--- src/hw/sd_card_config.svh ---
// card constants shared by packages and modules; only the 4-byte NCR gap and 512-byte sectors are supported
`ifndef SD_CARD_CONFIG_SVH
`define SD_CARD_CONFIG_SVH

// fill bytes between the command CRC byte and R1
`define SD_NCR 4

// one sector, also the only legal CMD16 length
`define SD_SECTOR_BYTES 512

// buffer index width, log2 of the sector length
`define SD_BUF_AW 9

// start token for a single block, both directions
`define SD_TOKEN_START 8'hFE

// data response "accepted"
`define SD_DATA_RESP_OK 8'h05

// idle level on the bus, all ones
`define SD_FILL 8'hFF

`endif

--- src/hw/sd_proto_pkg.sv ---
// SPI-mode protocol types; only the command indices the card answers are named in the enum
package sd_proto_pkg;

    // one byte on the SPI wire
    typedef logic [7:0] sd_byte_t;

    // 32-bit command argument, MSB received first
    typedef logic [31:0] sd_arg_t;

    // command index, low 6 bits of the start byte
    typedef enum logic [5:0] {
        GO_IDLE         = 6'd0,   // CMD0
        SEND_IF_COND    = 6'd8,   // CMD8
        SEND_STATUS     = 6'd13,  // CMD13
        SET_BLOCKLEN    = 6'd16,  // CMD16
        READ_SINGLE     = 6'd17,  // CMD17
        WRITE_SINGLE    = 6'd24,  // CMD24
        SD_SEND_OP_COND = 6'd41,  // ACMD41 when after CMD55
        APP_CMD         = 6'd55,  // CMD55
        READ_OCR        = 6'd58   // CMD58
    } sd_cmd_e;

    // R1 codes
    localparam sd_byte_t R1_READY   = 8'h00;
    localparam sd_byte_t R1_IDLE    = 8'h01;  // idle bit
    localparam sd_byte_t R1_ILLEGAL = 8'h04;  // illegal command bit
    localparam sd_byte_t R1_PARAM   = 8'h40;  // parameter error bit

    // data phase states, shared by read and write
    typedef enum logic [2:0] {
        X_IDLE,   // command engine owns sdo
        X_REQ,    // host request pending
        X_WAIT,   // accepted, waiting for req_done
        X_SYNC,   // done seen, wait for byte boundary
        X_TOKEN,  // read sends token, write hunts for it
        X_DATA,   // 512 data bytes
        X_CRC,    // two CRC bytes, never checked
        X_DRESP   // write data response
    } xfer_state_e;

endpackage

--- src/hw/sd_cmd_engine.sv ---
// command framer and R1/R3/R7 sequencer; bytes that arrive during a reply or a data phase are dropped
`timescale 1ns/1ps
`include "sd_card_config.svh"

module sd_cmd_engine
    import sd_proto_pkg::*;
(
    input  logic        clk_sys,
    input  logic        card_is_reset,
    input  sd_byte_t    rx_byte,
    input  logic        rx_valid,
    input  logic        selected,
    input  logic        xfer_busy,
    input  sd_arg_t     arg,
    input  logic        initialized,
    input  logic        app_pending,
    input  logic [31:0] ocr,
    output logic        arg_load,
    output sd_arg_t     arg_in,
    output logic        go_idle,
    output logic        app_set,
    output logic        app_clear,
    output logic        xfer_start,
    output logic        xfer_write,
    output sd_byte_t    cmd_tx_byte
);

    localparam logic [3:0] R1_POS = 4'(`SD_NCR + 1);  // R1 slot after the CRC byte

    logic        in_cmd;
    logic        in_reply;
    logic [2:0]  cmd_cnt;   // 0..3 arg bytes, 4 is CRC
    logic [3:0]  rpos;      // reply byte on the wire
    logic [3:0]  next_pos;
    sd_cmd_e     cmd_idx;
    sd_byte_t    r1;
    logic [31:0] ext;       // extra reply bytes, MSB first
    logic [2:0]  ext_len;
    logic        is_xfer;
    sd_byte_t    dec_r1;
    logic [31:0] dec_ext;
    logic [2:0]  dec_len;
    logic        dec_xfer;
    logic        take;
    logic        crc_byte;

    assign take       = rx_valid && selected && !xfer_busy;
    assign crc_byte   = take && in_cmd && cmd_cnt == 3'd4;
    assign arg_load   = take && in_cmd && cmd_cnt != 3'd4;
    assign arg_in     = {arg[23:0], rx_byte};
    assign go_idle    = crc_byte && cmd_idx == GO_IDLE;
    assign app_set    = crc_byte && initialized && cmd_idx == APP_CMD;
    assign app_clear  = crc_byte && !app_set;
    assign next_pos   = rpos + 4'd1;
    assign xfer_start = take && in_reply && rpos == R1_POS && is_xfer;  // R1 just went out

    // reply decode, arg is complete by the CRC byte
    always_comb begin
        dec_r1   = R1_ILLEGAL;
        dec_ext  = 32'd0;
        dec_len  = 3'd0;
        dec_xfer = 1'b0;
        if (cmd_idx == GO_IDLE) begin
            dec_r1 = R1_IDLE;
        end else if (initialized) begin
            case (cmd_idx)
                SEND_IF_COND: begin
                    dec_r1  = R1_IDLE;
                    dec_ext = {16'd0, 4'd0, arg[11:8], arg[7:0]};  // voltage echo, check byte
                    dec_len = 3'd4;
                end
                SEND_STATUS: begin
                    dec_r1  = R1_READY;
                    dec_len = 3'd1;  // second status byte 00
                end
                SET_BLOCKLEN:
                    dec_r1 = (arg == sd_arg_t'(`SD_SECTOR_BYTES)) ? R1_READY : R1_PARAM;
                READ_SINGLE, WRITE_SINGLE: begin
                    dec_r1   = R1_READY;
                    dec_xfer = 1'b1;
                end
                APP_CMD:         dec_r1 = R1_IDLE;
                SD_SEND_OP_COND: dec_r1 = app_pending ? R1_READY : R1_ILLEGAL;
                READ_OCR: begin
                    dec_r1  = R1_READY;
                    dec_ext = ocr;  // R3
                    dec_len = 3'd4;
                end
                default: dec_r1 = R1_ILLEGAL;
            endcase
        end
    end

    always_ff @(posedge clk_sys) begin
        if (card_is_reset || !selected) begin
            in_cmd      <= 1'b0;
            in_reply    <= 1'b0;
            cmd_cnt     <= 3'd0;
            rpos        <= 4'd0;
            cmd_tx_byte <= `SD_FILL;
        end else if (take) begin
            if (in_reply) begin
                rpos        <= next_pos;
                cmd_tx_byte <= `SD_FILL;  // NCR gap and tail
                if (rpos == R1_POS + 4'(ext_len))
                    in_reply <= 1'b0;  // last reply byte done
                else if (next_pos == R1_POS)
                    cmd_tx_byte <= r1;
                else if (next_pos > R1_POS)
                    cmd_tx_byte <= ext[31:24];
            end else if (in_cmd) begin
                cmd_cnt <= cmd_cnt + 3'd1;
                if (crc_byte) begin
                    in_cmd   <= 1'b0;
                    in_reply <= 1'b1;
                    rpos     <= 4'd1;  // first fill byte
                end
            end else if (rx_byte[7:6] == 2'b01) begin
                in_cmd  <= 1'b1;  // start byte
                cmd_cnt <= 3'd0;
            end
        end
    end

    // decoded reply, held until the reply ends
    always_ff @(posedge clk_sys) begin
        if (take && !in_cmd && !in_reply) cmd_idx <= sd_cmd_e'(rx_byte[5:0]);
        if (crc_byte) begin
            r1         <= dec_r1;
            ext        <= dec_ext;
            ext_len    <= dec_len;
            is_xfer    <= dec_xfer;
            xfer_write <= cmd_idx == WRITE_SINGLE;
        end else if (take && in_reply && next_pos > R1_POS) begin
            ext <= {ext[23:0], 8'h00};  // next extra byte to top
        end
    end

endmodule

--- config.mk ---
export PLATFORM = sky130hd
export DESIGN_NAME = sd_cmd_engine
export DESIGN_NICKNAME = d
export VERILOG_FILES = /design/src/hw/sd_proto_pkg.sv /design/src/hw/sd_cmd_engine.sv
export VERILOG_INCLUDE_DIRS = /design/src /design/src/hw
export SDC_FILE = /design/constraint.sdc
export NUM_CORES = 1
export LEC_CHECK = 0
export BUFFER_PORTS_ARGS = -buffer_cell sky130_fd_sc_hd__clkbuf_2
export CAP_MARGIN = 20
export CORE_UTILIZATION = 40
export CTS_BUF_LIST = sky130_fd_sc_hd__clkbuf_16
export DETAILED_ROUTE_END_ITERATION = 12
export PLACE_DENSITY = 0.69
export SYNTH_ARGS = -nofsm -noshare
export SYNTH_HDL_FRONTEND = slang
export SYNTH_SLANG_ARGS = --single-unit
--- constraint.sdc ---
create_clock -name clk_sys -period 3.1 [get_ports clk_sys]
set_clock_uncertainty 0.05 [all_clocks]
set_input_delay 0.155 -clock clk_sys [delete_from_list [all_inputs] [get_ports clk_sys]]
set_output_delay 0.155 -clock clk_sys [all_outputs]
set_load 0.005 [all_outputs]
==> impl_metrics.tcl <==
set metrics [dict create \
    diodes 0 \
    path_max_fanout 32 \
    drv_cap 0 \
    dieWidth_um 92.3 \
    slew_viol_final 0 \
    num_io_pins 125 \
    outcome "completed" \
    synth_largest_area_cell "edfxtp_1" \
    start_util 0.418 \
    synth_area_mm2 0.00326 \
    synth_fp_nets 388 \
    ys_seq_area_frac 0.518 \
    grt_max_degree 33 \
    cp_data_required_time_ns 3.03 \
    p_switching_w 0.000421 \
    final_cell_mix "clkbuf_2, edfxtp_1, nand2_1" \
    ctsLongestPathBuffers 2 \
    dp_hpwl_mm 5.42 \
    tightest_slew_ns 0.865 \
    clk_pin_slew_ns 0.06 \
    cts_tree "built" \
    setup_tns_ns 0 \
    vdd_drop_max_v 0.000257 \
    power_w 0.00199 \
    die_y_um 92.3 \
    fin_nets 488 \
    cts_root_buf "clkbuf_16" \
    finalCriticalPeriod_ns 2.38 \
    min_path_cells 2 \
    max_freq_ghz 0.421 \
    insertion_delay_ns 0.32 \
    critical_path_class "reg -> reg" \
    first_global_vias 2379 \
    min_path_type "in -> reg" \
    htreeDepth 3 \
    avgSynthCellArea_um2 10.8 \
    ys_ff_latch 62 \
    cts_sinks 62 \
    drt-total-wl_mm 7.19 \
    wl_per_cell_um 14.1 \
    period_share 0.766 \
    final_common_cell "clkbuf_2" \
    drc_errors 0 \
    cp-startpoint "rpos[0]$_SDFFE_PP0P_" \
    power_frac_clock 0.498 \
    track_usage 0.173 \
    die_area_mm2 0.00852 \
    drtAntennaViolNets 0 \
    synth_cell_types 50 \
    synthFlopType "edfxtp_1" \
    reg2reg_depth 6 \
    start_kind "flip-flop" \
    core-area_mm2 0.00781 \
    synthToLayoutAreaGrowth_pct 24.7 \
    holdCritStartpoint "ocr[28]" \
    comb_power_share 0.056 \
    powerDensity_mw_per_mm2 489 \
    synth.area.top_cells "edfxtp_1, dfxtp_1, buf_4" \
    top_usage_layer "met2" \
    worstSetupEndpointType "flip-flop" \
    layout_setup_ws_ns 0.725 \
    grt_util_met3 0.0452 \
    antenna_found_initial 0 \
    worst_r2r_startpoint "rpos[0]$_SDFFE_PP0P_" \
    use_met1 0.198 \
    first_pass_iters 4 \
    async_flop_share 0 \
    hold_viol 0 \
    vias 2639 \
    use_met2 0.301 \
    drive_gt1_frac 0.370 \
    power_leakage_nw 1.69 \
    gp_congestion 0.831 \
    rows 32 \
    relSlewSlack 0.415 \
    grt_setup_unrepaired "no" \
    syn_inst 303 \
    seqPwrFrac 0.446 \
    crit_arrival_ns 2.31 \
    worstReg2RegEnd "ext[0]$_SDFFCE_PP0P_" \
    yosysWarnings 0 \
    drtIter0Drc 102 \
    hold_ws_ns 0.0678 \
    netSwitchingFraction 0.212 \
    min_to "ext[28]$_DFFE_PP_" \
    setup_viol 0 \
    drt-vias-per-instance 5.17 \
    synth_top_area_frac 0.414 \
    dp_slack_ns 0.746 \
    internal_power_w 0.00157 \
    cts_inserted_buffers 9 \
    grt_pass1_wl_mm 11.1 \
    io_buffers 124 \
    overflow 0 \
    synth_edf_count 45 \
    r2r_slack_ns 0.72 \
]
state kept, by name (all words and copies together), names as in the netlist, 2 cells and up:
signal	flops
ext	32
cmd_tx_byte	8
cmd_idx	6
rpos	4
cmd_cnt	3
r1	3
ext_len	2
kinds of logic (layout without fill, tap and decap cells):
kind of cell,after synthesis,in the layout,synth area share
compound gates,81,81,0.177
xor+xnor,2,2,0.00537
fa+ha+maj,6,6,0.0230
buf+inv,52,157,0.111
simple gates,100,100,0.166
flops,62,62,0.518
Yosys cell counts, types with 4 or more instances:
cell type,number
nor2_1,23
o211ai_1,5
dfxtp_1,17
nor3_1,5
nand3_1,7
clkbuf_1,5
a21oi_1,17
buf_4,33
nand2b_1,8
o21ai_0,8
a22oi_1,12
ha_1,6
a22o_1,20
inv_1,6
nand2_1,24
nor4_1,8
edfxtp_1,45
nor2b_1,4
through the flow:
| stage | utilization | area [µm²] | std cells |
|---|---|---|---|
| after detailed placement | 0.475 | 3710 | 488 |
| after CTS | 0.521 | 4070 | 510 |
| final | 0.521 | 4070 | 510 |
| after global placement | 0.475 | 3710 | 488 |
| after global routing | 0.521 | 4070 | 510 |
| after floorplan | - | 3260 | 303 |
cell type report:
class / instances / area [µm²]
inverter: 6 / 22.5
sequential: 62 / 1690
clock buffer: 9 / 225
clock inverter: 7 / 73.8
tap: 102 / 128
fill: 718 / 3740
multi-input combinational: 189 / 1210
timing repair buffer: 135 / 718
worst max-delay path by stage:
stage | slack [ns] | end
final | 0.72 | ext[0]$_SDFFCE_PP0P_
after global routing | 0.54 | ext[3]$_SDFFCE_PP0P_
after CTS | 0.72 | ext[0]$_SDFFCE_PP0P_
after detailed placement | 0.75 | ext[1]$_SDFFCE_PP0P_
after global placement | 0.80 | ext[5]$_SDFFCE_PP0P_
after floorplan | 0.39 | ext[0]$_SDFFCE_PP0P_
metal layers:
metal	wire length (µm)	vias to the layer above
li1	-	1321
met1	2940	1215
met2	3730	94
met3	422	9
met4	99	0
met5	0	-
power by group through the flow:
| stage | combinational (W) | clock, W | sequential (W) |
|---|---|---|---|
| detailed placement | 0.000106 | 0 | 0.000903 |
| CTS | 0.000113 | 0.00101 | 0.000886 |
| global route | 0.000121 | 0.00104 | 0.000886 |
| global placement | 0.000106 | 0 | 0.000903 |
| floorplan | 0.0000491 | 0 | 0.000903 |
| finish | 0.000111 | 0.000991 | 0.000886 |
repair_timing:
action	CTS	global route
buffers inserted	0	0
hold buffers	6	0
endpoints found under the hold margin	6	0
gates resized for setup	0	0
critical path, stage by stage, from the launching register on:
cell	delay, ns
dfxtp_1	0.51
ha_1	0.31
xnor2_1	0.08
or3_1	0.44
a21o_1	0.22
nand2_1	0.06
buf_4	0.36
No activity file was read; power rests on OpenSTA's default activity.
