`config.mk`:
```
export PLATFORM = sky130hd
export DESIGN_NAME = sd_card_regs
export DESIGN_NICKNAME = d
export VERILOG_FILES = /design/src/hw/sd_proto_pkg.sv /design/src/hw/sd_host_pkg.sv /design/src/hw/sd_card_regs.sv
export VERILOG_INCLUDE_DIRS = /design/src /design/src/hw
export SDC_FILE = /design/constraint.sdc
export NUM_CORES = 1
export LEC_CHECK = 0
export ABC_CLOCK_PERIOD_IN_PS = 1070
export BUFFER_PORTS_ARGS = -buffer_cell sky130_fd_sc_hd__buf_2
export CAP_MARGIN = 5
export CORE_ASPECT_RATIO = 2
export CORE_MARGIN = 8
export CORE_UTILIZATION = 34
export CTS_CLUSTER_DIAMETER = 40
export DETAILED_ROUTE_END_ITERATION = 8
export GPL_TIMING_DRIVEN = 0
export PLACE_DENSITY_LB_ADDON = 0.25
export SLEW_MARGIN = 20
export SYNTH_ARGS = -nofsm -noshare
export SYNTH_HDL_FRONTEND = slang
export SYNTH_SLANG_ARGS = --single-unit
```
`constraint.sdc`:
```
create_clock -name clk_sys -period 1.07 [get_ports clk_sys]
set_input_delay 0.321 -clock clk_sys [delete_from_list [all_inputs] [get_ports clk_sys]]
set_output_delay 0.321 -clock clk_sys [all_outputs]
set_load 0.01 [all_outputs]
```
`src/hw/sd_card_config.svh`:
```
// card constants shared by packages and modules; only the 4-byte NCR gap and 512-byte sectors are supported
`ifndef SD_CARD_CONFIG_SVH
`define SD_CARD_CONFIG_SVH

// fill bytes between the command CRC byte and R1
`define SD_NCR 4

// one sector, also the only legal CMD16 length
`define SD_SECTOR_BYTES 512

// buffer index width, log2 of the sector length
`define SD_BUF_AW 9

// start token for a single block, both directions
`define SD_TOKEN_START 8'hFE

// data response "accepted"
`define SD_DATA_RESP_OK 8'h05

// idle level on the bus, all ones
`define SD_FILL 8'hFF

`endif

```
`src/hw/sd_proto_pkg.sv`:
```
// SPI-mode protocol types; only the command indices the card answers are named in the enum
package sd_proto_pkg;

    // one byte on the SPI wire
    typedef logic [7:0] sd_byte_t;

    // 32-bit command argument, MSB received first
    typedef logic [31:0] sd_arg_t;

    // command index, low 6 bits of the start byte
    typedef enum logic [5:0] {
        GO_IDLE         = 6'd0,   // CMD0
        SEND_IF_COND    = 6'd8,   // CMD8
        SEND_STATUS     = 6'd13,  // CMD13
        SET_BLOCKLEN    = 6'd16,  // CMD16
        READ_SINGLE     = 6'd17,  // CMD17
        WRITE_SINGLE    = 6'd24,  // CMD24
        SD_SEND_OP_COND = 6'd41,  // ACMD41 when after CMD55
        APP_CMD         = 6'd55,  // CMD55
        READ_OCR        = 6'd58   // CMD58
    } sd_cmd_e;

    // R1 codes
    localparam sd_byte_t R1_READY   = 8'h00;
    localparam sd_byte_t R1_IDLE    = 8'h01;  // idle bit
    localparam sd_byte_t R1_ILLEGAL = 8'h04;  // illegal command bit
    localparam sd_byte_t R1_PARAM   = 8'h40;  // parameter error bit

    // data phase states, shared by read and write
    typedef enum logic [2:0] {
        X_IDLE,   // command engine owns sdo
        X_REQ,    // host request pending
        X_WAIT,   // accepted, waiting for req_done
        X_SYNC,   // done seen, wait for byte boundary
        X_TOKEN,  // read sends token, write hunts for it
        X_DATA,   // 512 data bytes
        X_CRC,    // two CRC bytes, never checked
        X_DRESP   // write data response
    } xfer_state_e;

endpackage

```
`src/hw/sd_host_pkg.sv`:
```
// host-side types; the buffer index covers exactly one sector
`include "sd_card_config.svh"

package sd_host_pkg;

    // sector number handed to the host
    typedef logic [31:0] sd_lba_t;

    // byte index into the sector buffer
    typedef logic [`SD_BUF_AW-1:0] buf_addr_t;

endpackage

```
`src/hw/sd_card_regs.sv`:
```
// card state and argument register; LBA is arg/512 for SDSC, arg itself for SDHC
`timescale 1ns/1ps
`include "sd_card_config.svh"

module sd_card_regs
    import sd_proto_pkg::*;
    import sd_host_pkg::*;
(
    input  logic        clk_sys,
    input  logic        card_is_reset,
    input  logic        arg_load,
    input  sd_arg_t     arg_in,
    input  logic        go_idle,
    input  logic        app_set,
    input  logic        app_clear,
    input  logic        sdhc_mode,
    output sd_arg_t     arg,
    output logic        initialized,
    output logic        app_pending,
    output sd_lba_t     lba,
    output logic [31:0] ocr
);

    always_ff @(posedge clk_sys) begin
        if (card_is_reset) begin
            initialized <= 1'b0;
            app_pending <= 1'b0;
        end else begin
            if (go_idle) initialized <= 1'b1;  // sticky until reset
            if (app_set)
                app_pending <= 1'b1;
            else if (app_clear)
                app_pending <= 1'b0;  // any other command ends the CMD55 window
        end
    end

    // argument shifts in one byte per load
    always_ff @(posedge clk_sys) begin
        if (arg_load) arg <= arg_in;
    end

    // byte address to sector for SDSC
    assign lba = sdhc_mode ? sd_lba_t'(arg) : sd_lba_t'(arg >> `SD_BUF_AW);

    // power-up done, CCS, 2.7-3.6 V window
    assign ocr = {1'b1, sdhc_mode, 6'd0, 9'h1FF, 15'd0};

endmodule

```
==> results of run 1 <==
-- worst paths after layout --
| kind | endpoint | slack [ns] |
|---|---|---|
| worst min register to register | app_pending | 0.47 |
| worst max-delay path | lba[1] | -0.37 |
| worst max register to register | initialized | 0.45 |
| worst min-delay path | app_pending | 0.20 |
-- logic make-up (layout without fill, tap and decap cells) --
family / count (synthesis) / in the layout / synth area share
buffers and inverters: 36 / 153 / 0.164
DFF: 34 / 34 / 0.623
AOI/OAI and AO/OA: 1 / 1 / 0.00311
muxes: 23 / 23 / 0.161
other: 2 / 31 / 0.00467
and+or+nand+nor: 12 / 12 / 0.0436
-- metrics by stage --
stage                     power, mW  TNS [ns]
final                          3.58    -13.45
after detailed placement       2.47    -17.91
after floorplan                2.12   -0.0841
after CTS                      3.59    -14.10
after global routing           3.72    -15.62
after global placement         2.45    -16.53
-- flip-flops by register name, indices dropped and copies added (netlist names) --
name,flops
arg,32
app_pending,1
initialized,1
-- worst max-delay path, stage by stage, from the launching register on --
cell	delay [ns]
edfxtp_1	0.43
mux2_4	0.30
buf_6	0.12
-- where the power goes --
group | internal (mW) | total, mW | switching (mW)
Clock | 0.519 | 0.950 | 0.432
Sequential | 1.58 | 1.65 | 0.0689
Combinational | 0.578 | 0.984 | 0.406
-- placed cells by master (no fill, tap or decap), drive strengths merged --
master,netlist,layout
nor2,2,2
and2,9,9
dfxtp,2,2
clkinv,0,1
mux2,23,23
nand2b,1,1
clkbuf,1,8
buf,34,143
conb,2,31
edfxtp,32,32
a21oi,1,1
inv,1,1
-- cell type report --
cell class	instances	area, um^2
well taps	55	68.8
inverters	1	3.75
plain buffers	35	294
flip-flops and latches	34	1000
repair buffers	109	776
clock buffers	7	86.3
multi-input cells	67	539
clock inverters	1	5.00
fillers	395	1820
-- layer usage --
metal	GRT usage	wire length, um	up-vias
met5	0	0	-
met4	0.0440	47	0
met3	0.0564	469	4
met2	0.256	2900	71
met1	0.0949	1420	559
li1	-	-	603
-- repair_timing --
action | in CTS | in global routing
cloned | 0 | 0
buffers inserted | 3 | 2
endpoints found under the setup margin | 67 | 66
resized for setup | 40 | 7
pin swaps | 8 | 0
==> flow_metrics.py, run 1 <==
metrics = {
    "outcome": {
        "status": "finished, violations left",
        "violations": "setup timing",
    },
    "synthesis": {
        "synth.area.top_cells": "edfxtp_1 (60%), buf_4 (16%), mux2_2 (15%), and2_1 (3.5%), dfxtp_1 (2.5%)",
        "syn_area_um2": 1610,
        "yosys-top-cells-count": "buf_4 (34), edfxtp_1 (32), mux2_2 (22), and2_1 (9)",
        "ys_warn_count": 0,
        "synth.top_cell.area_share": 0.598,
        "synth-edff-count": 32,
        "synth-seq-area-share": 0.623,
        "ys_ff_latch": 34,
        "synth.avg_cell_area_um2": 14.9,
        "synth.distinct_cells": 12,
        "synthArstFlopShare": 0,
        "syn_inst": 108,
        "yosysTopAreaCell": "edfxtp_1",
        "synth_ff_type": "edfxtp_1",
        "synth.most_common_cell": "buf_4",
    },
    "power_and_ir_drop": {
        "ir_drop_uv": 1160,
        "leakage_nw": 1.41,
        "powerDensity_nw_per_um2": 1290,
    },
    "floorplanning": {
        "initial_utilization": 0.349,
        "die_w_um": 64.6,
        "core_um2": 4600,
        "die_h_um": 113,
        "ioPinCount": 137,
        "rows": 35,
        "die-area_um2": 7310,
    },
    "run": {
        "max_cap_viol_count": 0,
    },
    "final_layout": {
        "syn_to_final_growth_pct": 72.8,
        "final_core_util": 0.604,
        "drive_gt1_frac": 0.697,
        "nets": 292,
        "final_cell_area_um2": 2780,
        "antenna_cells": 0,
        "final_cell_count_no_fill": 309,
    },
    "clocking": {
        "cts_hold_buf": 0,
        "tritoncts": "yes",
        "cts_root_buffer": "clkbuf_8",
        "clock_latency_ns": 0.27,
        "clkSinkCount": 34,
        "htree_levels": 2,
        "cts_made_buffers": 5,
        "clk_pin_slew_ns": 0.06,
        "clock_path_buffers": 2,
    },
    "sta": {
        "fin_crit_sh": 1.35,
        "rsz0062_at_grt": "true",
        "setup_ws_ns": -0.373,
        "holdWs_ns": 0.202,
        "final_hold_viol_count": 0,
        "fmax_mhz": 693,
        "setup_violations": 64,
        "period_needed_ns": 1.44,
        "fin_skew_ns": 0,
        "tightest_slew_ns": 0.714,
        "max_slew_margin": 0.524,
        "slew_viol_final": 0,
    },
    "route": {
        "via_per_inst": 4.00,
        "drtIter0Drc": 35,
        "vias": 1237,
        "final_antenna_net_count": 0,
        "drt-total-wl_um": 4840,
        "drc": 0,
        "wl_per_cell_um": 15.7,
        "firstDrtPassIters": 3,
    },
    "global_routing": {
        "grt_util_all_layers": 0.126,
        "antenna_found_initial": 0,
        "grt_first_pass_wirelength_um": 7120,
        "grt_start_max_net_pins": 33,
        "first_global_vias": 1356,
        "grt_overflow": 0,
    },
    "place": {
        "place_hpwl_um": 3900,
        "io_buffers": 105,
        "placedCellCount": 297,
        "place_ws_ns": -0.421,
        "place.gp.congestion": 0.724,
        "dpl_cell_area_um2": 2420,
    },
    "critical_path": {
        "timing.rr.start": "initialized",
        "worst_setup_path_end_kind": "output port",
        "critPathKind": "flip-flop to output port",
        "cp.arrival_ns": 1.12,
        "worstPathRequired_ns": 0.75,
        "ff2ff_path_depth": 2,
        "worstSetupStartpoint": "arg[10]",
        "path_max_fanout": 3,
        "cp-start-kind": "flip-flop",
    },
    "worst_hold_path": {
        "worstHoldStart": "card_is_reset",
        "hold_depth": 2,
        "hold_path_class": "input pin to flip-flop",
    },
}
Note: power is estimated with default switching activity, not from simulation.
==> run 2: changes to the inputs <==
--- a/config.mk
+++ b/config.mk
@@ -16,6 +16,7 @@
 export DETAILED_ROUTE_END_ITERATION = 8
 export GPL_TIMING_DRIVEN = 0
 export PLACE_DENSITY_LB_ADDON = 0.25
+export REMOVE_ABC_BUFFERS = 1
 export SLEW_MARGIN = 20
 export SYNTH_ARGS = -nofsm -noshare
 export SYNTH_HDL_FRONTEND = slang
==> run 2 against run 1 <==
  * The run still ends with setup timing left
  * Critical path depth did not move
  * Register-to-register slack improved by 0.04 ns
  * Setup slack gained 0.0079 ns
  * Critical path type unchanged
  * Total power down 6.7%
  * Die area unchanged
  * Global-route usage is 1.4 points lower
  * Clock skew unchanged
  * Highest routed layer unchanged
  * Critical endpoint is now lba[15]
  * Combinational power fell by 16%
==> flow_metrics.py, run 2 (synthesized netlist as in run 1, its figures left out) <==
metrics = {
    "route": {
        "final_antenna_net_count": 0,
        "wl_per_cell_um": 15.9,
        "via_per_inst": 4.26,
        "drtIter0Drc": 28,
        "drt-total-wl_um": 4320,
        "firstDrtPassIters": 3,
        "vias": 1158,
        "drc": 0,
    },
    "clocking": {
        "clock_path_buffers": 2,
        "clkSinkCount": 34,
        "tritoncts": "yes",
        "cts_root_buffer": "clkbuf_8",
        "cts_made_buffers": 5,
        "cts_hold_buf": 0,
        "htree_levels": 2,
        "clk_pin_slew_ns": 0.07,
        "clock_latency_ns": 0.28,
    },
    "critical_path": {
        "cp-start-kind": "flip-flop",
        "path_max_fanout": 3,
        "worstPathRequired_ns": 0.75,
        "worst_setup_path_end_kind": "output port",
        "path_buf_inv": 1,
        "cpMaxStageDelayCell": "edfxtp_1",
        "slowest_delay_ns": 0.42,
        "cp.arrival_ns": 1.11,
        "crit_family": "flip-flops",
        "cp_cell_sequence": "mux2_4, buf_6",
        "critPathKind": "flip-flop to output port",
    },
    "sta": {
        "max_slew_margin": 0.523,
        "period_needed_ns": 1.44,
        "holdWs_ns": 0.197,
        "fin_skew_ns": 0,
        "fin_crit_sh": 1.34,
        "final_hold_viol_count": 0,
        "tightest_slew_ns": 0.716,
        "setup_ws_ns": -0.366,
        "setup_violations": 64,
        "rsz0062_at_grt": "true",
        "slew_viol_final": 0,
        "fmax_mhz": 697,
    },
    "global_routing": {
        "grt_util_all_layers": 0.112,
        "first_global_vias": 1269,
        "grt_overflow": 0,
        "grt_first_pass_wirelength_um": 6320,
        "antenna_found_initial": 0,
        "grt_start_max_net_pins": 34,
    },
    "outcome": {
        "violations": "setup timing",
        "status": "finished, violations left",
    },
    "power_and_ir_drop": {
        "power_mw": 3.34,
        "ir_drop_uv": 977,
        "leakage_nw": 1.17,
        "powerDensity_nw_per_um2": 1380,
    },
    "final_layout": {
        "final_cell_count_no_fill": 272,
        "nFillCells": 428,
        "syn_to_final_growth_pct": 51.0,
        "layout_common_cells": "buf_2 (73), edfxtp_1 (32), buf_6 (32)",
        "largest_reg_flops": 32,
        "layout_commonest_cell": "buf_2",
        "top_regs": "arg (32), app_pending (1), initialized (1)",
        "antenna_cells": 0,
        "top_register": "arg",
        "drive_gt1_frac": 0.645,
        "final_cell_area_um2": 2430,
        "nets": 255,
    },
    "place": {
        "place_hpwl_um": 3350,
        "place.gp.congestion": 0.672,
        "placedCellCount": 262,
        "dpl_cell_area_um2": 2050,
        "io_buffers": 105,
    },
    "floorplanning": {
        "die-area_um2": 7310,
        "initial_utilization": 0.349,
        "rows": 35,
        "core_um2": 4600,
        "ioPinCount": 137,
        "die_w_um": 64.6,
        "die_h_um": 113,
    },
    "run": {
        "max_cap_viol_count": 0,
    },
    "worst_hold_path": {
        "hold_path_class": "input pin to flip-flop",
    },
}
-- run 2: per-layer routing --
layer | part of all wire | GRT usage | vias to the layer above | wire length, um
met1 | 0.28 | 0.0824 | 534 | 1200
met5 | 0 | 0 | - | 0
li1 | - | - | 529 | -
met2 | 0.56 | 0.212 | 88 | 2400
met3 | 0.15 | 0.0682 | 7 | 647
met4 | 0.017 | 0.0484 | 0 | 74
-- run 2: metrics by stage --
step	utilization	setup TNS [ns]	setup WS (ns)
final	0.528	-12.93	-0.366
after global routing	0.528	-15.88	-0.418
after CTS	0.510	-13.60	-0.379
after detailed placement	0.446	-26.35	-0.660
after global placement	0.446	-26.40	-0.660
after floorplan	-	-0.0290	-0.0290
-- run 2: worst paths after layout --
| path | startpoint | depth (start not counted) | end | slack [ns] |
|---|---|---|---|---|
| worst max register to register | app_pending | 2 | app_pending | 0.49 |
| worst max-delay path | arg[24] | 2 | lba[15] | -0.37 |
| worst min register to register | app_pending | 2 | app_pending | 0.48 |
| worst min-delay path | card_is_reset | 2 | app_pending | 0.20 |
-- run 2: report_power, final --
| group | internal [mW] | leakage, nW | switching [mW] | total [mW] |
|---|---|---|---|---|
| combinational | 0.458 | 0.801 | 0.372 | 0.829 |
| clock | 0.446 | 0.0426 | 0.423 | 0.869 |
| sequential | 1.58 | 0.330 | 0.0665 | 1.64 |
| total | 2.48 | 1.17 | 0.861 | 3.34 |
-- run 2: repair_timing --
| item | CTS | global route |
|---|---|---|
| hold endpoints to repair | 0 | 0 |
| gates resized for setup | 41 | 16 |
| endpoints found under the setup margin | 67 | 66 |
| buffers inserted | 1 | 2 |
| pin swaps | 8 | 0 |
-- run 2: layout make-up --
class / count / area [um^2] / area share
tap: 55 / 68.8 / 0.0284
inverter: 1 / 3.75 / 0.00155
sequential: 34 / 1000 / 0.414
clock buffer: 6 / 72.6 / 0.0299
clock inverter: 2 / 8.76 / 0.00361
timing repair buffer: 107 / 753 / 0.310
multi-input combinational: 67 / 515 / 0.212
==> run 3: changes to the inputs <==
--- a/config.mk
+++ b/config.mk
@@ -10,7 +10,7 @@
 export BUFFER_PORTS_ARGS = -buffer_cell sky130_fd_sc_hd__buf_2
 export CAP_MARGIN = 5
 export CORE_ASPECT_RATIO = 2
-export CORE_MARGIN = 8
+export CORE_MARGIN = 4
 export CORE_UTILIZATION = 34
 export CTS_CLUSTER_DIAMETER = 40
 export DETAILED_ROUTE_END_ITERATION = 8
==> run 3 against run 2 <==
  * The run still ends with setup timing left
  * Count of clock-buffer cells in the layout grew 1
  * Setup slack better by 0.0033 ns
  * Clock power fell by 1%
  * Clock skew stayed put
  * Hold slack better by 0.012 ns
  * Die area is 19% lower
  * Critical endpoint is now lba[12]
  * Largest power group unchanged
==> flow_metrics.py, run 3 (synthesized netlist as in run 1, its figures left out) <==
metrics = {
    "sta": {
        "final.setup.tns_ns": -12.76,
        "fin_crit_sh": 1.34,
        "holdWs_ns": 0.208,
        "fin_skew_ns": 0,
        "setup_violations": 64,
        "max_slew_margin": 0.532,
        "period_needed_ns": 1.43,
        "tightest_slew_ns": 0.701,
        "slew_viol_final": 0,
        "rsz0062_at_grt": "true",
        "final_hold_viol_count": 0,
        "setup_ws_ns": -0.362,
        "fmax_mhz": 698,
    },
    "clocking": {
        "cts_root_buffer": "clkbuf_8",
        "tritoncts": "yes",
        "cts_made_buffers": 5,
        "clk_pin_slew_ns": 0.06,
        "htree_levels": 2,
        "cts_hold_buf": 0,
        "clock_path_buffers": 2,
        "clock_latency_ns": 0.27,
        "clkSinkCount": 34,
    },
    "global_routing": {
        "grt_start_max_net_pins": 34,
        "use_met2": 0.222,
        "grt_overflow": 0,
        "grt_use_met3": 0.0515,
        "gr-max-usage-layer": "met2",
        "first_global_vias": 1134,
        "grt_first_pass_wirelength_um": 5540,
        "antenna_found_initial": 0,
        "grt_util_all_layers": 0.122,
        "grt_util_met1": 0.112,
    },
    "route": {
        "vias": 1134,
        "via_per_inst": 4.17,
        "wl_per_cell_um": 13.8,
        "drt-total-wl_um": 3750,
        "firstDrtPassIters": 3,
        "final_antenna_net_count": 0,
        "drtIter0Drc": 11,
        "drc": 0,
    },
    "critical_path": {
        "path_buf_inv": 1,
        "cp.arrival_ns": 1.11,
        "timing.rr.start": "app_pending",
        "worst_setup_path_end_kind": "output port",
        "crit_family": "flip-flops",
        "slowest_delay_ns": 0.43,
        "critPathKind": "flip-flop to output port",
        "path_max_fanout": 3,
        "worstPathRequired_ns": 0.75,
        "worstSetupStartpoint": "arg[21]",
        "r2r_setup_slack_ns": 0.48,
        "cp_cell_sequence": "mux2_4, buf_6",
        "cp-start-kind": "flip-flop",
        "cpMaxStageDelayCell": "edfxtp_1",
    },
    "final_layout": {
        "nets": 255,
        "layout_commonest_cell": "buf_2",
        "final_cell_count_no_fill": 272,
        "drive_gt1_frac": 0.641,
        "top_register": "arg",
        "largest_reg_flops": 32,
        "layout_common_cells": "buf_2 (79), edfxtp_1 (32), conb_1 (31)",
        "syn_to_final_growth_pct": 47.6,
        "final_core_util": 0.516,
        "antenna_cells": 0,
        "top_regs": "arg (32), app_pending (1), initialized (1)",
    },
    "worst_hold_path": {
        "hold_path_class": "input pin to flip-flop",
        "worstHoldStart": "card_is_reset",
    },
    "run": {
        "max_cap_viol_count": 0,
    },
    "power_and_ir_drop": {
        "ir_drop_uv": 1360,
        "leakage_nw": 1.14,
        "power_mw": 3.28,
        "powerDensity_nw_per_um2": 1380,
    },
    "floorplanning": {
        "ioPinCount": 137,
        "initial_utilization": 0.349,
        "die_w_um": 56.6,
        "core_um2": 4600,
        "die-area_um2": 5960,
        "die_h_um": 105,
        "rows": 35,
    },
    "outcome": {
        "status": "finished, violations left",
        "violations": "setup timing",
    },
    "place": {
        "io_buffers": 105,
        "place.gp.congestion": 0.667,
        "place_hpwl_um": 2810,
        "placedCellCount": 262,
    },
}
==> run 3: stage by stage <==
step                setup WS [ns]  instance area [um^2]
floorplan                 -0.0290                  1460
global placement           -0.652                  2050
detailed placement         -0.659                  2050
CTS                        -0.380                  2250
global route               -0.414                  2370
finish                     -0.362                  2370
==> run 3: metal layers <==
metal | up-vias | share of wire
met5 | - | 0
met4 | 0 | 0.019
met3 | 5 | 0.14
met2 | 91 | 0.56
met1 | 511 | 0.28
li1 | 527 | -
==> run 3: final timing paths <==
check,end,depth (start not counted)
max,lba[12],2
min,initialized,2
max reg2reg,app_pending,2
min reg2reg,initialized,2
==> run 3: power breakdown <==
part | total, mW | internal, mW | switching (mW) | leakage, nW
Sequential | 1.64 | 1.58 | 0.0645 | 0.330
Clock | 0.856 | 0.452 | 0.405 | 0.0399
Combinational | 0.781 | 0.425 | 0.356 | 0.774
Total | 3.28 | 2.45 | 0.825 | 1.14
==> run 3: area by class of cell <==
| class | instances | area, um^2 |
|---|---|---|
| fill | 430 | 2230 |
| sequential | 34 | 1000 |
| clock inverter | 1 | 3.75 |
| inverter | 1 | 3.75 |
| timing repair buffer | 107 | 711 |
| clock buffer | 7 | 76.3 |
| multi-input combinational | 67 | 504 |
| tap | 55 | 68.8 |
==> run 3: what timing repair did <==
item,CTS,global route
gates cloned,0,0
setup endpoints to repair,65,67
gates resized for setup,24,22
pin swaps,2,5
buffers inserted,0,2
