<file path="src/hw/sd_card_config.svh">
// card constants shared by packages and modules; only the 4-byte NCR gap and 512-byte sectors are supported
`ifndef SD_CARD_CONFIG_SVH
`define SD_CARD_CONFIG_SVH

// fill bytes between the command CRC byte and R1
`define SD_NCR 4

// one sector, also the only legal CMD16 length
`define SD_SECTOR_BYTES 512

// buffer index width, log2 of the sector length
`define SD_BUF_AW 9

// start token for a single block, both directions
`define SD_TOKEN_START 8'hFE

// data response "accepted"
`define SD_DATA_RESP_OK 8'h05

// idle level on the bus, all ones
`define SD_FILL 8'hFF

`endif

</file>
<file path="src/hw/sd_proto_pkg.sv">
// SPI-mode protocol types; only the command indices the card answers are named in the enum
package sd_proto_pkg;

    // one byte on the SPI wire
    typedef logic [7:0] sd_byte_t;

    // 32-bit command argument, MSB received first
    typedef logic [31:0] sd_arg_t;

    // command index, low 6 bits of the start byte
    typedef enum logic [5:0] {
        GO_IDLE         = 6'd0,   // CMD0
        SEND_IF_COND    = 6'd8,   // CMD8
        SEND_STATUS     = 6'd13,  // CMD13
        SET_BLOCKLEN    = 6'd16,  // CMD16
        READ_SINGLE     = 6'd17,  // CMD17
        WRITE_SINGLE    = 6'd24,  // CMD24
        SD_SEND_OP_COND = 6'd41,  // ACMD41 when after CMD55
        APP_CMD         = 6'd55,  // CMD55
        READ_OCR        = 6'd58   // CMD58
    } sd_cmd_e;

    // R1 codes
    localparam sd_byte_t R1_READY   = 8'h00;
    localparam sd_byte_t R1_IDLE    = 8'h01;  // idle bit
    localparam sd_byte_t R1_ILLEGAL = 8'h04;  // illegal command bit
    localparam sd_byte_t R1_PARAM   = 8'h40;  // parameter error bit

    // data phase states, shared by read and write
    typedef enum logic [2:0] {
        X_IDLE,   // command engine owns sdo
        X_REQ,    // host request pending
        X_WAIT,   // accepted, waiting for req_done
        X_SYNC,   // done seen, wait for byte boundary
        X_TOKEN,  // read sends token, write hunts for it
        X_DATA,   // 512 data bytes
        X_CRC,    // two CRC bytes, never checked
        X_DRESP   // write data response
    } xfer_state_e;

endpackage

</file>
<file path="src/hw/sd_host_pkg.sv">
// host-side types; the buffer index covers exactly one sector
`include "sd_card_config.svh"

package sd_host_pkg;

    // sector number handed to the host
    typedef logic [31:0] sd_lba_t;

    // byte index into the sector buffer
    typedef logic [`SD_BUF_AW-1:0] buf_addr_t;

endpackage

</file>
<file path="src/hw/sd_block_xfer.sv">
// single-block data phases; an accepted host request always runs to req_done, even after cs rises
`timescale 1ns/1ps
`include "sd_card_config.svh"

module sd_block_xfer
    import sd_proto_pkg::*;
    import sd_host_pkg::*;
(
    input  logic      clk_sys,
    input  logic      card_is_reset,
    input  sd_byte_t  rx_byte,
    input  logic      rx_valid,
    input  logic      selected,
    input  logic      xfer_start,
    input  logic      xfer_write,
    input  sd_lba_t   lba,
    input  sd_byte_t  cmd_tx_byte,
    output sd_byte_t  tx_byte,
    output logic      xfer_busy,
    output logic      req_valid,
    output logic      req_write,
    output sd_lba_t   req_lba,
    input  logic      req_ready,
    input  logic      req_done,
    output buf_addr_t buf_addr,
    output sd_byte_t  buf_wdata,
    output logic      buf_we,
    input  sd_byte_t  buf_rdata
);

    localparam buf_addr_t LAST = buf_addr_t'(`SD_SECTOR_BYTES - 1);

    xfer_state_e state;
    buf_addr_t   ptr;      // also prefetch address on reads
    logic        crc_cnt;  // second CRC byte

    assign xfer_busy = state != X_IDLE;
    assign req_valid = state == X_REQ;
    assign buf_addr  = ptr;
    assign buf_wdata = rx_byte;
    assign buf_we    = state == X_DATA && req_write && rx_valid && selected;

    always_ff @(posedge clk_sys) begin
        if (card_is_reset) begin
            state     <= X_IDLE;
            ptr       <= '0;
            crc_cnt   <= 1'b0;
            req_write <= 1'b0;
        end else begin
            case (state)
                X_IDLE: if (xfer_start) begin
                    state     <= xfer_write ? X_TOKEN : X_REQ;  // write takes data first
                    req_write <= xfer_write;
                    ptr       <= '0;
                    crc_cnt   <= 1'b0;
                end
                X_REQ:
                    if (!selected) state <= X_IDLE;  // not yet accepted, drop it
                    else if (req_ready) state <= X_WAIT;
                X_WAIT: if (req_done) state <= X_SYNC;  // runs on without cs
                X_SYNC:
                    if (!selected) state <= X_IDLE;
                    else if (rx_valid) state <= req_write ? X_IDLE : X_TOKEN;
                X_TOKEN:
                    if (!selected) state <= X_IDLE;
                    else if (rx_valid && (!req_write || rx_byte == `SD_TOKEN_START))
                        state <= X_DATA;
                X_DATA:
                    if (!selected) state <= X_IDLE;
                    else if (rx_valid) begin
                        ptr <= ptr + 1'b1;
                        if (ptr == LAST) state <= X_CRC;
                    end
                X_CRC:
                    if (!selected) state <= X_IDLE;
                    else if (rx_valid) begin
                        crc_cnt <= ~crc_cnt;
                        if (crc_cnt) state <= req_write ? X_DRESP : X_IDLE;
                    end
                X_DRESP:
                    if (!selected) state <= X_IDLE;
                    else if (rx_valid) state <= X_REQ;  // buffer full, hand to host
                default: state <= X_IDLE;
            endcase
        end
    end

    // sector number fixed for the whole transfer
    always_ff @(posedge clk_sys) begin
        if (state == X_IDLE && xfer_start) req_lba <= lba;
    end

    // byte for the next boundary
    always_comb begin
        case (state)
            X_IDLE:                tx_byte = cmd_tx_byte;
            X_TOKEN:               tx_byte = req_write ? `SD_FILL : `SD_TOKEN_START;
            X_DATA:                tx_byte = req_write ? `SD_FILL : buf_rdata;
            X_DRESP:               tx_byte = `SD_DATA_RESP_OK;
            X_REQ, X_WAIT, X_SYNC: tx_byte = req_write ? 8'h00 : `SD_FILL;  // write busy low
            default:               tx_byte = `SD_FILL;
        endcase
    end

endmodule

</file>
<file path="config.mk">
export PLATFORM = sky130hd
export DESIGN_NAME = sd_block_xfer
export DESIGN_NICKNAME = d
export VERILOG_FILES = /design/src/hw/sd_proto_pkg.sv /design/src/hw/sd_host_pkg.sv /design/src/hw/sd_block_xfer.sv
export VERILOG_INCLUDE_DIRS = /design/src /design/src/hw
export SDC_FILE = /design/constraint.sdc
export NUM_CORES = 1
export LEC_CHECK = 0
export ABC_AREA = 1
export ABC_CLOCK_PERIOD_IN_PS = 1800
export BUFFER_PORTS_ARGS = -buffer_cell sky130_fd_sc_hd__buf_2
export CORE_MARGIN = 2
export CORE_UTILIZATION = 39
export DETAILED_ROUTE_END_ITERATION = 10
export PLACE_DENSITY = 0.75
export SYNTH_ARGS = -nofsm -noshare
export SYNTH_HDL_FRONTEND = slang
export SYNTH_SLANG_ARGS = --single-unit
</file>
<file path="constraint.sdc">
create_clock -name clk_sys -period 1.8 [get_ports clk_sys]
set_input_delay 0.36 -clock clk_sys [delete_from_list [all_inputs] [get_ports clk_sys]]
set_output_delay 0.36 -clock clk_sys [all_outputs]
set_load 0.005 [all_outputs]
</file>
==> results_dict.tcl, run 1 <==
set metrics [dict create \
    status "finished clean" \
    drt-initial-drc-count 60 \
    cts_hold_buf 0 \
    globalplace.congestion 0.892 \
    slew_headroom 0.830 \
    slowest_delay_ns 0.37 \
    synth.distinct_cells 32 \
    row_count 27 \
    final_cell_mix "buf_2, nand2_1, edfxtp_1" \
    grt_pass1_wl_um 7870 \
    cap_violations 0 \
    cp_common_cell "nand3_1" \
    pin_count 125 \
    root_buffer "clkbuf_8" \
    postRouteAntennaNets 0 \
    antenna_found_initial 0 \
    rrSetupSlack_ns 0.14 \
    min_path_type "input port to flop" \
    internal-power_w 0.00240 \
    place_inst 413 \
    finalSetupViolCount 0 \
    synthesis.nets 290 \
    power_per_cell_area_mw_per_mm2 1210 \
    start_util 0.398 \
    p_comb_frac 0.429 \
    drive_gt1_frac 0.486 \
    synth_edf_count 32 \
    htreeDepth 2 \
    synth-async-reset-ratio 0 \
    dr.pass1.iters 4 \
    num-fill-cells 502 \
    ys_seq_area_frac 0.573 \
    cts_buffer_depth 2 \
    clock-sinks 46 \
    stdcell_count 430 \
    die_w_um 78.5 \
    port_buffers 124 \
    switchingPower_w 0.00130 \
    syn_area_per_cell_um2 9.66 \
    clkSlewWorstSetupHoldPaths_ns 0.08 \
    ys_dominant_reg_cell "edfxtp_1" \
    clkPwrFrac 0.162 \
    worstSetupEndpointType "output pin" \
    path_max_fanout 6 \
    vias 2016 \
    chipHeight_um 78.5 \
    fin_crit_ns 1.72 \
    p_sw_frac 0.351 \
    p_leak_nw 1.44 \
    mostFrequentLayoutCell "buf_2" \
    antenna_cells 0 \
    die_area_mm2 0.00616 \
    slew_violations 0 \
    nNetsFinal 423 \
    grt_max_degree 33 \
    startpoint_type "flop" \
    grt_usage 0.161 \
    syn_area_mm2 0.00216 \
    netlist_instances 224 \
    area_growth_syn_to_layout_pct 40.6 \
    vdd_drop_max_mv 0.876 \
    globalRoute.totalOverflow 0 \
    finClkSkew_ns 0.00776 \
    wl_per_cell_um 12.0 \
    p_total_w 0.00369 \
    worstSetupPathType "flop to output pin" \
    worstPathCellList "inv_6, nand2_4, nand3_1, inv_1, a21oi_2, buf_4, nand3_1, buf_2" \
    ys_ff_latch 46 \
    worst_pin_slew_ns 0.254 \
    routed_wirelength_um 5160 \
    worstPathRequired_ns 1.44 \
    critPathArrivalTime_ns 1.36 \
    slowest_stage "dfxtp_4" \
    fmax_ghz 0.582 \
    grt_pass1_vias 1820 \
    seqPwrFrac 0.409 \
    hold_viol_final 0 \
    fin_tns_setup_ns 0 \
    cts-buffers-inserted 5 \
    drcViolationCount 0 \
    fin_crit_sh 0.955 \
    core_mm2 0.00544 \
    ys_warn_count 0 \
    via_per_inst 4.69 \
    cts_tree "yes" \
    clock_latency_ns 0.29 \
    hpwl_um 3820 \
]
## final timing paths
kind,start,to,cells after the start
max reg2reg,buf_addr[0],state[1],9
max,state[1],tx_byte[4],8
min reg2reg,buf_addr[7],buf_addr[7],2
min,lba[11],req_lba[11],1
## final cells by class
cell class | count | area [um^2] | share of cell area
repair buffers | 137 | 743 | 0.244
flip-flops and latches | 46 | 1250 | 0.412
well taps | 72 | 90.1 | 0.0296
clock buffers | 5 | 68.8 | 0.0226
clock inverters | 3 | 21.3 | 0.00699
multi-input cells | 145 | 776 | 0.255
inverters | 22 | 91.3 | 0.0300
## cells in the mapped netlist (2+ instances only)
cell,number,share of area
nand2_1,47,0.082
edfxtp_1,32,0.44
nor2_1,20,0.035
inv_1,18,0.031
nand3_1,17,0.039
dfxtp_1,14,0.13
a21oi_1,11,0.025
o21ai_0,10,0.023
buf_4,9,0.031
nand2_2,5,0.014
nor3_1,5,0.012
nand4_1,4,0.012
nor2_2,3,0.0087
nor2_4,3,0.016
xor2_1,3,0.012
buf_2,2,0.0046
ha_1,2,0.012
inv_2,2,0.0035
nand2_4,2,0.010
nand3b_1,2,0.0069
o21ai_1,2,0.0046
## critical path, delay by kind of cell, from the launching register on
| kind | cells | cell delay, ns |
|---|---|---|
| AOI/OAI and AO/OA | 1 | 0.11 |
| DFF | 1 | 0.37 |
| buffers and inverters | 4 | 0.41 |
| and+or+nand+nor | 3 | 0.18 |
## timing repair
item,4_1_cts,5_1_grt
setup endpoints to repair,10,12
setup buffers,5,3
cloned,0,1
resized for setup,3,12
pin swaps,2,1
## routing by layer
metal  vias up  share of wire  global-route usage  wire length, um
met4         0          0.016              0.0684               82
li1       1013              -                   -                -
met3        10          0.085              0.0391              440
met2       110           0.47               0.267             2410
met5         -              0                   0                0
met1       883           0.43               0.200             2220
## state kept, by name, indices dropped and copies added (netlist names)
signal,count
buf_addr,9
state,3
req_write,1
req_lba,32
crc_cnt,1
## power by group through the flow
stage,sequential [W],clock [W],combinational [W]
floorplan,0.00154,0,0.000791
global placement,0.00152,0,0.00137
finish,0.00151,0.000599,0.00158
global route,0.00153,0.000669,0.00177
detailed placement,0.00152,0,0.00139
CTS,0.00151,0.000628,0.00150
## cell families after synthesis
kind of cell,after synthesis,share of synthesized area
AND/OR/NAND/NOR,111,0.249
flip-flops,46,0.573
adder cells (fa/ha/maj),2,0.0116
XOR/XNOR,4,0.0162
buffers and inverters,34,0.0809
AO/OA/AOI/OAI,27,0.0694
## through the flow
step / hold WS [ns] / utilization / setup slack, ns / cell area, um^2
floorplan: 0.429 / - / 0.0373 / 2160
global placement: 0.469 / 0.522 / 0.190 / 2840
detailed placement: 0.475 / 0.522 / 0.0965 / 2840
CTS: 0.231 / 0.548 / 0.0122 / 2980
global route: 0.224 / 0.559 / -0.0326 / 3040
finish: 0.242 / 0.559 / 0.0819 / 3040
Power figures use the tool's default switching activity.
==> inputs of run 2 (changes only) <==
- ABC_AREA: 1 -> 0
- PLACE_DENSITY: 0.75 -> 0.76
==> run 2 against run 1 <==
Maximum frequency shrank 2.6%. Largest power group unchanged. Die area shrank 2.3%. Critical path type is now flop to flop. Total power grew 17%. Cell count shrank 5.6%. Setup slack lost 0.045 ns. Global-route usage grew 2.6 points.
==> results_dict.tcl, run 2 <==
set metrics [dict create \
    clock-sinks 46 \
    synth_edf_count 32 \
    root_buffer "clkbuf_8" \
    hpwl_um 4350 \
    slew_headroom 0.631 \
    port_buffers 124 \
    syn_area_mm2 0.00211 \
    largest_reg_flops 32 \
    fin_crit_sh 0.980 \
    row_count 26 \
    antenna_cells 0 \
    vdd_drop_max_mv 0.825 \
    switchingPower_w 0.00151 \
    critical_path_buf_inv_count 0 \
    slew_violations 0 \
    synthesis.nets 253 \
    p_leak_nw 1.47 \
    place_inst 383 \
    p_sw_frac 0.348 \
    dr.pass1.iters 4 \
    wl_per_cell_um 15.5 \
    routed_wirelength_um 6310 \
    grt_pass1_vias 1882 \
    start_util 0.409 \
    drcViolationCount 0 \
    critical-path-top-delay-family "compound AO/OA/AOI/OAI gates" \
    ys_dominant_reg_cell "edfxtp_1" \
    final_cell_mix "buf_2, edfxtp_1, buf_4" \
    num-fill-cells 392 \
    finClkSkew_ns 0.00459 \
    worst_pin_slew_ns 0.552 \
    vias 2079 \
    worstSetupPathType "flop to flop" \
    synth-async-reset-ratio 0 \
    startpoint "buf_addr[3]" \
    slowest_delay_ns 0.41 \
    critPathArrivalTime_ns 1.94 \
    cts_hold_buf 0 \
    die_w_um 77.6 \
    worstPathRequired_ns 1.97 \
    p_comb_frac 0.478 \
    area_growth_syn_to_layout_pct 58.3 \
    nNetsFinal 401 \
    globalRoute.totalOverflow 0 \
    grt_max_degree 33 \
    grt_usage 0.187 \
    yosysMostFrequentCell "edfxtp_1" \
    synth_commonest_cells "edfxtp_1, o21ai_0, dfxtp_1, nor2_1, a21oi_1" \
    cts-buffers-inserted 5 \
    slowest_stage "o211ai_1" \
    ys_warn_count 0 \
    die_area_mm2 0.00602 \
    finalSetupViolCount 0 \
    critPathCapture "state[1]" \
    cts_tree "yes" \
    regMostFlops "req_lba" \
    ys_ff_latch 46 \
    rrSetupSlack_ns 0.04 \
    postRouteAntennaNets 0 \
    synth.distinct_cells 48 \
    fmax_ghz 0.567 \
    fin_tns_setup_ns 0 \
    critical_path_cell_count 9 \
    power_per_cell_area_mw_per_mm2 1300 \
    netlist_instances 187 \
    htreeDepth 2 \
    antenna_found_initial 0 \
    worstSetupEndpointType "flop" \
    drt-initial-drc-count 150 \
    stdcell_count 406 \
    path_max_fanout 6 \
    drive_gt1_frac 0.646 \
    startpoint_type "flop" \
    ys_seq_area_frac 0.587 \
    pin_count 125 \
    core_mm2 0.00517 \
    min_path_type "input port to flop" \
    cap_violations 0 \
    r2r_start "buf_addr[3]" \
    worstPathCellList "and3_4, nand2_4, nor2_4, ha_4, nor2_4, a2bb2oi_2, o211ai_1, o21ai_1, o311a_1" \
    clock_latency_ns 0.29 \
    hold_viol_final 0 \
    seqPwrFrac 0.354 \
    grt_pass1_wl_um 8850 \
    synth_area_leader_cell "edfxtp_1" \
    cp_common_cell "nor2_4" \
    chipHeight_um 77.6 \
    synth_top_cell_area_share 0.455 \
    mostFrequentLayoutCell "buf_2" \
    rsz0062_at_grt "yes" \
    syn_area_per_cell_um2 11.3 \
    synth.area.top_cells "edfxtp_1, dfxtp_1, o21ai_0" \
    reg2reg_depth 9 \
    via_per_inst 5.12 \
    internal-power_w 0.00282 \
    clkPwrFrac 0.168 \
    fin_crit_ns 1.76 \
    globalplace.congestion 0.915 \
    cts_buffer_depth 2 \
    status "finished clean" \
    clkSlewWorstSetupHoldPaths_ns 0.08 \
    r2r_end "state[1]" \
]
==> run 2: cell count changes after synthesis, moves of 5 or more <==
cell and change:
inv_1 -14, o21ai_0 +6, nor2_1 -6, nand3_1 -10, nand2_1 -36, nand2_2 -5
==> run 2: cells by family after synthesis <==
| group | share of synthesized area |
|---|---|
| xor+xnor | 0.0249 |
| simple gates | 0.153 |
| mux | 0.00947 |
| buf+inv | 0.0651 |
| flops | 0.587 |
| compound gates | 0.143 |
| fa+ha+maj | 0.0172 |
==> run 2: worst min path at each step <==
stage	start	endpoint	slack [ns]	depth (start not counted)
after floorplan	lba[0]	req_lba[0]	0.46	0
after global placement	crc_cnt	crc_cnt	0.52	2
after detailed placement	crc_cnt	crc_cnt	0.53	2
after CTS	lba[14]	req_lba[14]	0.23	1
after global routing	lba[5]	req_lba[5]	0.22	1
final	lba[2]	req_lba[2]	0.24	1
==> run 2: final cells by class <==
cell class,instances,area (um^2),share of cell area
Sequential cell,46,1260,0.376
Multi-Input combinational cell,117,942,0.282
Timing Repair Buffer,160,922,0.276
Tap cell,70,87.6,0.0262
Clock buffer,6,72.6,0.0217
Clock inverter,2,37.5,0.0112
Inverter,5,23.8,0.00711
==> run 2: power groups by stage <==
stage	registers (W)	clock network [W]	logic (W)
global route	0.00156	0.000789	0.00226
CTS	0.00155	0.000746	0.00157
global placement	0.00157	0	0.00143
detailed placement	0.00158	0	0.00146
finish	0.00154	0.000726	0.00207
floorplan	0.00150	0	0.000921
==> run 2: metal layers <==
metal	GRT usage	up-vias	part of all wire
li1	-	978	-
met1	0.218	978	0.37
met2	0.326	115	0.53
met3	0.0558	8	0.087
met4	0.0661	0	0.011
met5	0	-	0
==> run 2: timing repair <==
item                                    4_1_cts  5_1_grt
endpoints found under the hold margin         0        0
endpoints found under the setup margin       11       12
setup buffers                                 4       13
pin swaps                                     4       19
resized for setup                            19       49
==> run 2: through the flow <==
step	hold WS (ns)	setup WS, ns	total power [W]	utilization	area (um^2)
after global placement	0.515	0.0484	0.00300	0.557	2880
after detailed placement	0.529	-0.0203	0.00303	0.557	2880
final	0.240	0.0366	0.00433	0.647	3340
after global routing	0.221	-0.0604	0.00461	0.647	3340
after CTS	0.231	0.00252	0.00387	0.589	3040
after floorplan	0.459	-0.428	0.00242	-	2140
==> inputs of run 3 (changes only) <==
- BUFFER_PORTS_ARGS: -buffer_cell sky130_fd_sc_hd__buf_2 -> default
- CORE_UTILIZATION: 39 -> 56
- DONT_BUFFER_PORTS: default -> 1
- PLACE_DENSITY: 0.76 -> 0.74
- REMOVE_ABC_BUFFERS: default -> 1
==> run 3 against run 2 <==
Cell count is 39% lower. Clock skew decreased by 0.0012 ns. Largest cell class unchanged. Die area is 29% lower. Count of clock-buffer cells in the layout did not move. Utilization is 2.4 points higher.
==> results_dict.tcl, run 3 (synthesis results as in run 2) <==
set metrics [dict create \
    status "finished clean" \
    grt_usage 0.227 \
    worstPathCellList "buf_4, inv_1, nand2_1, a21o_1, o21ai_0, a21oi_1" \
    dr.pass1.iters 4 \
    vdd_drop_max_mv 0.805 \
    design_area_mm2 0.00244 \
    grt_max_degree 25 \
    area_growth_syn_to_layout_pct 15.3 \
    cts_tree "yes" \
    use_met2 0.411 \
    final_cell_mix "edfxtp_1, buf_4, o21ai_0" \
    nNetsFinal 265 \
    drcViolationCount 0 \
    fmax_ghz 0.561 \
    die_area_mm2 0.00428 \
    slew_violations 0 \
    drive_gt1_frac 0.325 \
    vias 1508 \
    mostFrequentLayoutCell "edfxtp_1" \
    row_count 22 \
    holdWs_ns 0.125 \
    routed_wirelength_um 4920 \
    worstSetupEndpointType "output pin" \
    postRouteAntennaNets 0 \
    p_leak_nw 0.837 \
    antenna_found_initial 0 \
    pre_cts_ws_ns -0.0100 \
    finClkSkew_ns 0.00336 \
    globalplace.congestion 0.868 \
    htreeDepth 2 \
    cts-buffers-inserted 5 \
    startpoint_type "flop" \
    fin_crit_ns 1.78 \
    rsz0062_at_grt "yes" \
    cap_violations 0 \
    grt_pass1_vias 1415 \
    hold_viol_final 0 \
    slowest_stage "dfxtp_2" \
    core_mm2 0.00363 \
    critical-path-top-delay-family "compound AO/OA/AOI/OAI gates" \
    finalSetupViolCount 0 \
    largest_reg_flops 32 \
    placed_cell_area_mm2 0.00224 \
    clock-sinks 46 \
    fin_crit_sh 0.990 \
    power_per_cell_area_mw_per_mm2 1440 \
    critical_path_buf_inv_count 2 \
    grt_use_met1 0.251 \
    busiest_layer "met2" \
    wl_per_cell_um 19.8 \
    worstPathRequired_ns 1.44 \
    start_util 0.582 \
    die_w_um 65.4 \
    antenna_cells 0 \
    grt_pass1_wl_um 7230 \
    drt-initial-drc-count 128 \
    critPathArrivalTime_ns 1.42 \
    hpwl_um 3660 \
    via_per_inst 6.08 \
    worstSetupPathType "flop to output pin" \
    min_path_type "input port to flop" \
    finalWorstSetupSlack_ns 0.0178 \
    regMostFlops "req_lba" \
    grtUsageMet3 0.0753 \
    clkSlewWorstSetupHoldPaths_ns 0.08 \
    worst_pin_slew_ns 0.455 \
    globalRoute.totalOverflow 0 \
    root_buffer "clkbuf_8" \
    port_buffers 0 \
    slew_headroom 0.695 \
    chipHeight_um 65.4 \
    cts_buffer_depth 2 \
    path_max_fanout 7 \
    pin_count 125 \
    slowest_delay_ns 0.34 \
    clock_latency_ns 0.29 \
]
-- run 3: per-stage QoR --
| step | setup TNS [ns] | total power [W] | util | instances |
|---|---|---|---|---|
| after floorplan | -48.67 | 0.00228 | - | 168 |
| after global placement | 0 | 0.00263 | 0.615 | 239 |
| after detailed placement | -0.0100 | 0.00268 | 0.615 | 239 |
| after CTS | 0 | 0.00342 | 0.651 | 247 |
| after global routing | -0.544 | 0.00372 | 0.671 | 248 |
| final | 0 | 0.00352 | 0.671 | 248 |
-- run 3: repair_timing --
action	in CTS	in global routing
setup buffers	0	1
endpoints found under the setup margin	12	11
gates cloned	0	0
pin swaps	4	7
resized for setup	8	21
hold buffers	0	0
-- run 3: final cells by class --
cell class / count / area [um^2]
tap: 48 / 60.1
multi-input combinational: 117 / 805
timing repair buffer: 24 / 184
clock inverter: 2 / 37.5
inverter: 5 / 22.5
clock buffer: 6 / 72.6
fill: 282 / 1200
sequential: 46 / 1260
-- run 3: where the power goes --
group | leakage, nW | internal, W | switching (W)
sequential | 0.419 | 0.00140 | 0.000186
clock | 0.0514 | 0.000414 | 0.000321
combinational | 0.366 | 0.000499 | 0.000699
total | 0.837 | 0.00231 | 0.00121
-- run 3: final timing paths --
| path | from | end | slack [ns] | cells past startpoint |
|---|---|---|---|---|
| setup / recovery | state[2] | tx_byte[7] | 0.02 | 6 |
| hold / removal | card_is_reset | state[2] | 0.13 | 1 |
| setup reg to reg | buf_addr[1] | state[1] | 0.04 | 9 |
| hold reg to reg | crc_cnt | crc_cnt | 0.54 | 2 |
-- run 3: metal layers --
metal	vias to the layer above	wire (um)
met4	0	32
met5	-	0
li1	705	-
met1	701	1750
met3	4	476
met2	98	2660
-- run 3: worst register-to-register path, delay by kind of cell (launching register included) --
family | cells | cell delay [ns]
AOI/OAI and AO/OA | 4 | 0.74
DFF | 1 | 0.35
and+or+nand+nor | 3 | 0.22
adders and majority gates | 2 | 0.34
